$ cat src/source/fhs_pkg.sv
package fhs_pkg;

  // payload bit index, 0 to 160
  typedef logic [7:0] bit_cnt_t;

  // FHS field types
  typedef logic [33:0] parity_t;
  typedef logic [23:0] lap_t;
  typedef logic [7:0]  uap_t;
  typedef logic [15:0] nap_t;
  typedef logic [23:0] cod_t;
  typedef logic [25:0] clk27_2_t;
  typedef logic [2:0]  lt_addr_t;
  typedef logic [2:0]  psm_t;
  typedef logic [1:0]  sr_t;

  typedef logic [15:0] crc_t;

  // APB bus widths
  typedef logic [7:0]  apb_addr_t;
  typedef logic [31:0] apb_data_t;

  // payload lengths, field bits then field bits plus CRC
  localparam bit_cnt_t FHS_FIELD_BITS   = 8'd144;
  localparam bit_cnt_t FHS_PAYLOAD_BITS = 8'd160;

  // first bit index of each field, bit 59 is reserved
  localparam bit_cnt_t FHS_PARITY_POS  = 8'd0;
  localparam bit_cnt_t FHS_LAP_POS     = 8'd34;
  localparam bit_cnt_t FHS_EIR_POS     = 8'd58;
  localparam bit_cnt_t FHS_SR_POS      = 8'd60;
  localparam bit_cnt_t FHS_SP_POS      = 8'd62;
  localparam bit_cnt_t FHS_UAP_POS     = 8'd64;
  localparam bit_cnt_t FHS_NAP_POS     = 8'd72;
  localparam bit_cnt_t FHS_COD_POS     = 8'd88;
  localparam bit_cnt_t FHS_LT_ADDR_POS = 8'd112;
  localparam bit_cnt_t FHS_CLK_POS     = 8'd115;
  localparam bit_cnt_t FHS_PSM_POS     = 8'd141;

  // CRC-CCITT, x^16 + x^12 + x^5 + 1
  localparam crc_t CRC_POLY = 16'h1021;

  // APB register map
  localparam apb_addr_t REG_STATUS = 8'h00;
  localparam apb_addr_t REG_CTRL   = 8'h04;
  localparam apb_addr_t REG_LAP    = 8'h08;
  localparam apb_addr_t REG_MISC   = 8'h0C;
  localparam apb_addr_t REG_NAP    = 8'h10;
  localparam apb_addr_t REG_COD    = 8'h14;
  localparam apb_addr_t REG_CLK    = 8'h18;
  localparam apb_addr_t REG_PAR_LO = 8'h1C;
  localparam apb_addr_t REG_PAR_HI = 8'h20;
  localparam apb_addr_t REG_COUNT  = 8'h24;

endpackage

$ cat src/source/fhs_fields_if.sv
`timescale 1ns/100ps

interface fhs_fields_if
  import fhs_pkg::*;
();

  // one-cycle pulse after the last payload bit
  logic     done;
  parity_t  parity;
  lap_t     lap;
  logic     eir;
  sr_t      sr;
  sr_t      sp;
  uap_t     uap;
  nap_t     nap;
  cod_t     cod;
  lt_addr_t lt_addr;
  clk27_2_t clk27_2;
  psm_t     psm;

  modport source (
    output done, parity, lap, eir, sr, sp, uap, nap, cod, lt_addr, clk27_2, psm
  );

  modport sink (
    input done, parity, lap, eir, sr, sp, uap, nap, cod, lt_addr, clk27_2, psm
  );

endinterface

$ cat src/source/fhs_field_extract.sv
`timescale 1ns/100ps

module fhs_field_extract
  import fhs_pkg::*;
(
  input  logic         clk_6M,
  input  logic         rstz,
  input  logic         py_start,
  input  logic         py_bit_valid,
  input  logic         py_bit,
  input  logic         rx_fhs,
  fhs_fields_if.source fields
);

  bit_cnt_t bit_cnt;
  logic     pkt_active;
  logic     take_bit;
  logic     last_bit;

  // true when idx lies in [lo, hi)
  function automatic logic in_field(bit_cnt_t idx, bit_cnt_t lo, bit_cnt_t hi);
    return (idx >= lo) && (idx < hi);
  endfunction

  // a start pulse wins over a bit on the same edge
  assign take_bit = pkt_active && py_bit_valid && !py_start;
  assign last_bit = take_bit && (bit_cnt == FHS_PAYLOAD_BITS - 8'd1);

  // bit counter and packet-active flag
  always_ff @(posedge clk_6M or negedge rstz)
  begin
    if (!rstz)
    begin
      bit_cnt     <= '0;
      pkt_active  <= 1'b0;
      fields.done <= 1'b0;
    end
    else
    begin
      fields.done <= last_bit;
      if (py_start)
      begin
        bit_cnt    <= '0;
        pkt_active <= rx_fhs;
      end
      else if (take_bit)
      begin
        bit_cnt <= bit_cnt + 8'd1;
        if (last_bit)
          pkt_active <= 1'b0;
      end
    end
  end

  // fields arrive LSB first, so shift in at the top
  always_ff @(posedge clk_6M)
  begin
    if (take_bit)
    begin
      if (in_field(bit_cnt, FHS_PARITY_POS, FHS_LAP_POS))
        fields.parity <= {py_bit, fields.parity[33:1]};
      if (in_field(bit_cnt, FHS_LAP_POS, FHS_EIR_POS))
        fields.lap <= {py_bit, fields.lap[23:1]};
      if (bit_cnt == FHS_EIR_POS)
        fields.eir <= py_bit;
      // reserved bit sits between EIR and SR and is dropped
      if (in_field(bit_cnt, FHS_SR_POS, FHS_SP_POS))
        fields.sr <= {py_bit, fields.sr[1]};
      if (in_field(bit_cnt, FHS_SP_POS, FHS_UAP_POS))
        fields.sp <= {py_bit, fields.sp[1]};
      if (in_field(bit_cnt, FHS_UAP_POS, FHS_NAP_POS))
        fields.uap <= {py_bit, fields.uap[7:1]};
      if (in_field(bit_cnt, FHS_NAP_POS, FHS_COD_POS))
        fields.nap <= {py_bit, fields.nap[15:1]};
      if (in_field(bit_cnt, FHS_COD_POS, FHS_LT_ADDR_POS))
        fields.cod <= {py_bit, fields.cod[23:1]};
      if (in_field(bit_cnt, FHS_LT_ADDR_POS, FHS_CLK_POS))
        fields.lt_addr <= {py_bit, fields.lt_addr[2:1]};
      if (in_field(bit_cnt, FHS_CLK_POS, FHS_PSM_POS))
        fields.clk27_2 <= {py_bit, fields.clk27_2[25:1]};
      if (in_field(bit_cnt, FHS_PSM_POS, FHS_FIELD_BITS))
        fields.psm <= {py_bit, fields.psm[2:1]};
    end
  end

endmodule

$ cat src/source/py_crc16_check.sv
`timescale 1ns/100ps

module py_crc16_check
  import fhs_pkg::*;
(
  input  logic clk_6M,
  input  logic rstz,
  input  logic py_start,
  input  logic py_bit_valid,
  input  logic py_bit,
  input  uap_t crc_init,
  output logic crc_done,
  output logic crc_ok
);

  bit_cnt_t bit_cnt;
  crc_t     crc_q;
  logic     running;
  logic     take_bit;
  logic     in_data;
  logic     last_bit;
  logic     diff;
  logic     err_q;

  assign take_bit = running && py_bit_valid && !py_start;
  assign in_data  = bit_cnt < FHS_FIELD_BITS;
  assign last_bit = take_bit && (bit_cnt == FHS_PAYLOAD_BITS - 8'd1);
  // LFSR feedback in the data part, compare result in the CRC part
  assign diff     = crc_q[15] ^ py_bit;

  always_ff @(posedge clk_6M or negedge rstz)
  begin
    if (!rstz)
    begin
      bit_cnt  <= '0;
      crc_q    <= '0;
      running  <= 1'b0;
      err_q    <= 1'b0;
      crc_done <= 1'b0;
      crc_ok   <= 1'b0;
    end
    else
    begin
      crc_done <= last_bit;
      if (last_bit)
        crc_ok <= !(err_q | diff);
      if (py_start)
      begin
        bit_cnt <= '0;
        crc_q   <= {8'h00, crc_init};
        err_q   <= 1'b0;
        running <= 1'b1;
      end
      else if (take_bit)
      begin
        bit_cnt <= bit_cnt + 8'd1;
        if (in_data)
          crc_q <= {crc_q[14:0], 1'b0} ^ (diff ? CRC_POLY : 16'h0000);
        else
        begin
          // received CRC is checked from register bit 15 down
          crc_q <= {crc_q[14:0], 1'b0};
          err_q <= err_q | diff;
        end
        if (last_bit)
          running <= 1'b0;
      end
    end
  end

endmodule

$ cat src/source/fhs_result_regs.sv
`timescale 1ns/100ps

module fhs_result_regs
  import fhs_pkg::*;
(
  input  logic       clk_6M,
  input  logic       rstz,
  input  logic       psel,
  input  logic       penable,
  input  logic       pwrite,
  input  apb_addr_t  paddr,
  input  apb_data_t  pwdata,
  output apb_data_t  prdata,
  output logic       pready,
  output logic       pslverr,
  fhs_fields_if.sink fields,
  input  logic       crc_done,
  input  logic       crc_ok,
  output uap_t       crc_init,
  output logic       fhs_irq
);

  logic        access;
  logic        addr_hit;
  logic        wr_en;
  logic        sts_wr;
  logic        pkt_good;
  logic        pkt_bad;
  logic        new_valid;
  logic        crc_err;
  logic        irq_en;
  parity_t     pub_parity;
  lap_t        pub_lap;
  logic        pub_eir;
  sr_t         pub_sr;
  sr_t         pub_sp;
  uap_t        pub_uap;
  nap_t        pub_nap;
  cod_t        pub_cod;
  lt_addr_t    pub_lt_addr;
  clk27_2_t    pub_clk;
  psm_t        pub_psm;
  logic [15:0] good_count;
  logic [15:0] bad_count;

  // zero wait states, transfer completes in the access phase
  assign pready  = 1'b1;
  assign access  = psel && penable;
  assign wr_en   = access && pwrite && addr_hit;
  assign sts_wr  = wr_en && (paddr == REG_STATUS);
  assign pslverr = access && !addr_hit;

  // a packet counts only when extractor and CRC finish together
  assign pkt_good = fields.done && crc_done && crc_ok;
  assign pkt_bad  = fields.done && crc_done && !crc_ok;

  // read mux and address decode
  always_comb
  begin
    addr_hit = 1'b1;
    prdata   = '0;
    case (paddr)
      REG_STATUS: prdata = {30'd0, crc_err, new_valid};
      REG_CTRL:   prdata = {23'd0, irq_en, crc_init};
      REG_LAP:    prdata = {8'd0, pub_lap};
      REG_MISC:   prdata = {9'd0, pub_psm, 1'b0, pub_lt_addr, pub_uap,
                            2'b00, pub_sp, pub_sr, 1'b0, pub_eir};
      REG_NAP:    prdata = {16'd0, pub_nap};
      REG_COD:    prdata = {8'd0, pub_cod};
      REG_CLK:    prdata = {4'd0, pub_clk, 2'b00};
      REG_PAR_LO: prdata = pub_parity[31:0];
      REG_PAR_HI: prdata = {30'd0, pub_parity[33:32]};
      REG_COUNT:  prdata = {bad_count, good_count};
      default:    addr_hit = 1'b0;
    endcase
  end

  // control, status, counters and interrupt
  always_ff @(posedge clk_6M or negedge rstz)
  begin
    if (!rstz)
    begin
      crc_init   <= '0;
      irq_en     <= 1'b0;
      new_valid  <= 1'b0;
      crc_err    <= 1'b0;
      good_count <= '0;
      bad_count  <= '0;
      fhs_irq    <= 1'b0;
    end
    else
    begin
      if (wr_en && (paddr == REG_CTRL))
      begin
        crc_init <= pwdata[7:0];
        irq_en   <= pwdata[8];
      end
      // write one to clear, a new event wins over the clear
      new_valid <= pkt_good | (new_valid & ~(sts_wr & pwdata[0]));
      crc_err   <= pkt_bad | (crc_err & ~(sts_wr & pwdata[1]));
      if (pkt_good && (good_count != 16'hFFFF))
        good_count <= good_count + 16'd1;
      if (pkt_bad && (bad_count != 16'hFFFF))
        bad_count <= bad_count + 16'd1;
      fhs_irq <= irq_en && new_valid;
    end
  end

  // published fields, only from a packet with a good CRC
  always_ff @(posedge clk_6M or negedge rstz)
  begin
    if (!rstz)
    begin
      pub_parity  <= '0;
      pub_lap     <= '0;
      pub_eir     <= 1'b0;
      pub_sr      <= '0;
      pub_sp      <= '0;
      pub_uap     <= '0;
      pub_nap     <= '0;
      pub_cod     <= '0;
      pub_lt_addr <= '0;
      pub_clk     <= '0;
      pub_psm     <= '0;
    end
    else if (pkt_good)
    begin
      pub_parity  <= fields.parity;
      pub_lap     <= fields.lap;
      pub_eir     <= fields.eir;
      pub_sr      <= fields.sr;
      pub_sp      <= fields.sp;
      pub_uap     <= fields.uap;
      pub_nap     <= fields.nap;
      pub_cod     <= fields.cod;
      pub_lt_addr <= fields.lt_addr;
      pub_clk     <= fields.clk27_2;
      pub_psm     <= fields.psm;
    end
  end

endmodule

$ cat src/source/fhs_rx_top.sv
`timescale 1ns/100ps

module fhs_rx_top
  import fhs_pkg::*;
(
  input  logic      clk_6M,
  input  logic      rstz,
  // payload bit stream
  input  logic      py_start,
  input  logic      py_bit_valid,
  input  logic      py_bit,
  input  logic      rx_fhs,
  // APB slave
  input  logic      psel,
  input  logic      penable,
  input  logic      pwrite,
  input  apb_addr_t paddr,
  input  apb_data_t pwdata,
  output apb_data_t prdata,
  output logic      pready,
  output logic      pslverr,
  output logic      fhs_irq
);

  logic crc_done;
  logic crc_ok;
  uap_t crc_init;

  fhs_fields_if fields ();

  fhs_field_extract u_extract (
    .clk_6M       (clk_6M),
    .rstz         (rstz),
    .py_start     (py_start),
    .py_bit_valid (py_bit_valid),
    .py_bit       (py_bit),
    .rx_fhs       (rx_fhs),
    .fields       (fields.source)
  );

  // CRC runs on every packet, FHS type only matters to the extractor
  py_crc16_check u_crc (
    .clk_6M       (clk_6M),
    .rstz         (rstz),
    .py_start     (py_start),
    .py_bit_valid (py_bit_valid),
    .py_bit       (py_bit),
    .crc_init     (crc_init),
    .crc_done     (crc_done),
    .crc_ok       (crc_ok)
  );

  fhs_result_regs u_regs (
    .clk_6M   (clk_6M),
    .rstz     (rstz),
    .psel     (psel),
    .penable  (penable),
    .pwrite   (pwrite),
    .paddr    (paddr),
    .pwdata   (pwdata),
    .prdata   (prdata),
    .pready   (pready),
    .pslverr  (pslverr),
    .fields   (fields.sink),
    .crc_done (crc_done),
    .crc_ok   (crc_ok),
    .crc_init (crc_init),
    .fhs_irq  (fhs_irq)
  );

endmodule

$ cat config.mk
export PLATFORM = sky130hd
export DESIGN_NAME = fhs_rx_top
export DESIGN_NICKNAME = d
export VERILOG_FILES = /design/src/source/fhs_pkg.sv /design/src/source/fhs_fields_if.sv /design/src/source/fhs_field_extract.sv /design/src/source/py_crc16_check.sv /design/src/source/fhs_result_regs.sv /design/src/source/fhs_rx_top.sv
export SDC_FILE = /design/constraint.sdc
export NUM_CORES = 1
export LEC_CHECK = 0
export BUFFER_PORTS_ARGS = -buffer_cell sky130_fd_sc_hd__buf_2
export CORE_ASPECT_RATIO = 1.5
export CORE_MARGIN = 1
export CORE_UTILIZATION = 45
export DETAILED_ROUTE_END_ITERATION = 6
export GPL_ROUTABILITY_DRIVEN = 0
export GPL_TIMING_DRIVEN = 0
export RECOVER_POWER = 25
export SLEW_MARGIN = 20
export SYNTH_ARGS = -nofsm -noshare
export SYNTH_HDL_FRONTEND = slang
export SYNTH_SLANG_ARGS = --single-unit
$ cat constraint.sdc
create_clock -name clk_6M -period 3.45 [get_ports clk_6M]
set_input_delay 0.5175 -clock clk_6M [delete_from_list [all_inputs] [get_ports clk_6M]]
set_output_delay 0.5175 -clock clk_6M [all_outputs]
set_load 0.02 [all_outputs]
==> impl_metrics.py <==
metrics = {
    "run_status": {
        "status": "finished with violations",
        "violations": "capacitance limit, slew limit",
    },
    "clocking": {
        "postCtsHoldBufs": 0,
        "clk_pin_slew_ns": 0.06,
        "cts_buffers": 37,
        "clock_tree.root_cell": "clkbuf_16",
        "cts_tree": "yes",
        "clk_path_buf_depth": 3,
        "htreeDepth": 2,
        "cts.sinks": 368,
        "worst_skew_pair.late_latency_ns": 0.53,
    },
    "synth": {
        "syn_inst": 1333,
        "ys_ff_latch": 368,
        "synth.distinct_cells": 60,
        "yosysSeqAreaShare_pct": 65.8,
        "synthAdderAreaFrac_pct": 0.498,
        "yosysWarnings": 0,
        "syn_area_um2": 15100,
        "synthMuxAreaShare_pct": 4.30,
        "syn_nets": 1388,
        "synth_compound_area_share_pct": 6.24,
        "dominantRegCellSynth": "dfrtp_1",
        "synthArstFlopShare_pct": 61.1,
        "synth_xor_area_share_pct": 2.38,
        "syn-mean-instance-area_um2": 11.3,
        "synth-simple-area-share_pct": 18.7,
        "synth_top_family_by_area": "simple AND/OR/NAND/NOR gates",
        "synth_edf_count": 143,
    },
    "floorplan": {
        "rows": 81,
        "fp.dieH_um": 226,
        "die_x_um": 152,
        "dieArea_um2": 34300,
        "initial_core_util_pct": 46.0,
        "core_area_um2": 32800,
        "ios": 84,
    },
    "worst_setup_path": {
        "critPathLaunchType": "input port",
        "worstSetupStartpoint": "paddr[7]",
        "cp.arrival_ns": 2.92,
        "worstSetupPathType": "in -> out",
        "endpoint_kind": "primary output",
        "reg2reg_to": "u_extract.fields.lt_addr[2]",
        "timing.rr.start": "u_extract.bit_cnt[1]",
        "crit_fanout": 10,
        "rrSetupSlack_ns": 1.05,
        "r2r_cells": 3,
        "cp_data_required_time_ns": 2.93,
    },
    "placement": {
        "post-place-ws_ns": 0.000405,
        "hpwl_um": 29400,
        "place_area_um2": 16100,
        "io_buffers": 55,
        "dpl.cell_count": 1811,
    },
    "sta": {
        "tightest_slew_ns": 2.30,
        "tns_ns": 0,
        "hold_slack_ns": 0.187,
        "fin_crit_sh_pct": 99.6,
        "slew_headroom_pct": -53.1,
        "skew_ns": 0.0122,
        "setup_slack_ns": 0.0145,
        "hold_viol": 0,
        "drv_slew": 83,
        "fin_crit_ns": 3.44,
        "setup_violations": 0,
        "fmax_ghz": 0.291,
        "rsz0062_at_grt": "false",
    },
    "grt": {
        "antenna_found_initial": 2,
        "grt_use_total_pct": 25.3,
        "grt_max_degree": 85,
        "grt_pass1_vias": 10371,
        "overflow": 0,
        "grt_pass1_wl_um": 63100,
    },
    "routing": {
        "drt_pass1_iterations": 6,
        "vias": 10491,
        "routedWlPerCell_um": 22.1,
        "drc": 0,
        "drtIter0Drc": 842,
        "drtAntennaViolNets": 0,
        "wirelength_um": 41500,
        "vias_per_cell": 5.59,
    },
    "final_layout": {
        "fin_cells": 1876,
        "layout-drive-gt1-share_pct": 12.4,
        "postLayoutCellArea_um2": 17200,
        "final_nets": 1490,
        "area_delta_synth_final_pct": 14.2,
        "insertedDiodeCount": 0,
        "fin_util_pct": 52.5,
    },
    "min_path": {
        "hold-path-endpoint": "u_extract.pkt_active",
        "min_path_cells": 3,
        "worstHoldStart": "rx_fhs",
        "hold_path_class": "in -> reg",
    },
    "power_and_ir_drop": {
        "p_per_area_nw_per_um2": 506,
        "peakVddDrop_v": 0.000317,
        "power_leakage_nw": 7.73,
        "finalPower_mw": 8.73,
    },
    "flow_run": {
        "drv_cap": 1,
    },
}
cell families after synthesis:
family	count (synthesis)
buffers and inverters	75
other	1
and+or+nand+nor	659
muxes	49
adders and majority gates	6
xor gates and xnor gates	41
DFF	368
AOI/OAI and AO/OA	134
cell usage after synthesis (all sizes together) (3+ instances only):
master | n | area (µm²)
a211oi | 3 | 22.5
a21o | 3 | 22.5
a21oi | 21 | 105
a221o | 4 | 40.0
a222oi | 5 | 50.1
a22o | 14 | 123
a22oi | 33 | 248
a31oi | 3 | 18.8
a32oi | 4 | 35.0
and2 | 7 | 43.8
and3 | 9 | 56.3
and3b | 3 | 26.3
and4 | 3 | 26.3
buf | 16 | 91.3
clkbuf | 52 | 195
dfrtp | 225 | 5630
edfxtp | 143 | 4290
ha | 6 | 75.1
inv | 7 | 26.3
mux2 | 26 | 293
mux2i | 13 | 130
mux4 | 10 | 225
nand2 | 502 | 1880
nand3 | 27 | 135
nand3b | 4 | 30.0
nand4 | 15 | 93.8
nor2 | 33 | 124
nor3 | 20 | 111
nor4 | 9 | 68.8
nor4b | 6 | 65.1
o211ai | 3 | 22.5
o21ai | 27 | 135
o221ai | 3 | 26.3
o31ai | 3 | 22.5
or3 | 6 | 37.5
or4 | 5 | 41.3
xnor2 | 20 | 175
xor2 | 21 | 184
area by class of cell:
class / instances / area [µm²]
Fill cell: 3009 / 15600
Sequential cell: 368 / 9920
Multi-Input combinational cell: 890 / 4910
Clock buffer: 56 / 1090
Tap cell: 415 / 519
Timing Repair Buffer: 63 / 399
Buffer: 68 / 289
Clock inverter: 9 / 78.8
Inverter: 7 / 26.3
worst max-delay path: stages:
cell and delay, ns:
buf_2 0.15, nor4b_2 0.87, and2_1 0.22, buf_2 0.22, buf_2 0.35, a22oi_1 0.14, o21ai_0 0.20, buf_2 0.25
how the worst max path moves through the flow:
stage                                 endpoint
finish                              prdata[17]
global route                        prdata[17]
CTS                                  prdata[3]
detailed placement                  prdata[15]
global placement              u_crc.bit_cnt[1]
floorplan           u_extract.fields.parity[0]
placed cells by master (no fill, tap or decap), types with 5 or more instances in the layout:
cell type,instances
mux2_2,26
xnor2_1,20
and2_1,5
mux4_2,10
clkinv_2,5
and3_1,9
dfrtp_1,225
edfxtp_1,143
ha_1,6
o21ai_0,27
nor4_1,6
clkbuf_16,38
mux2i_1,13
buf_2,64
clkbuf_8,7
nand2_1,502
a21oi_1,20
nor3_1,18
nand4_1,15
xor2_1,21
inv_1,7
a22o_1,14
buf_4,5
a222oi_1,5
or3_1,6
nand3_1,27
clkbuf_1,62
nor2_1,32
a22oi_1,33
timing repair:
| action | CTS | global route |
|---|---|---|
| cloned | 0 | 0 |
| buffers inserted | 0 | 0 |
| gates resized for setup | 1 | 3 |
| endpoints found under the setup margin | 1 | 5 |
routing by layer:
layer	routed length, µm	track usage [%]	vias up
met2	20500	41.8	357
met4	1820	11.1	4
met5	26	0	-
met1	16800	32.7	5237
li1	-	-	4809
met3	2340	3.84	84
power by group:
group | internal, mW | leakage (nW) | switching [mW]
combinational | 0.0595 | 2.74 | 0.166
sequential | 4.55 | 4.42 | 0.0184
clock | 2.26 | 0.575 | 1.68
sequential cells by signal, summed over array words and instances, names as in the netlist, 24 cells and up:
name	flops
u_extract.fields.parity	34
u_extract.fields.clk27_2	26
u_regs.pub_parity	34
u_regs.pub_lap	24
u_extract.fields.lap	24
u_regs.pub_clk	26
u_extract.fields.cod	24
u_regs.pub_cod	24
Note: power is estimated with default switching activity, not from simulation.
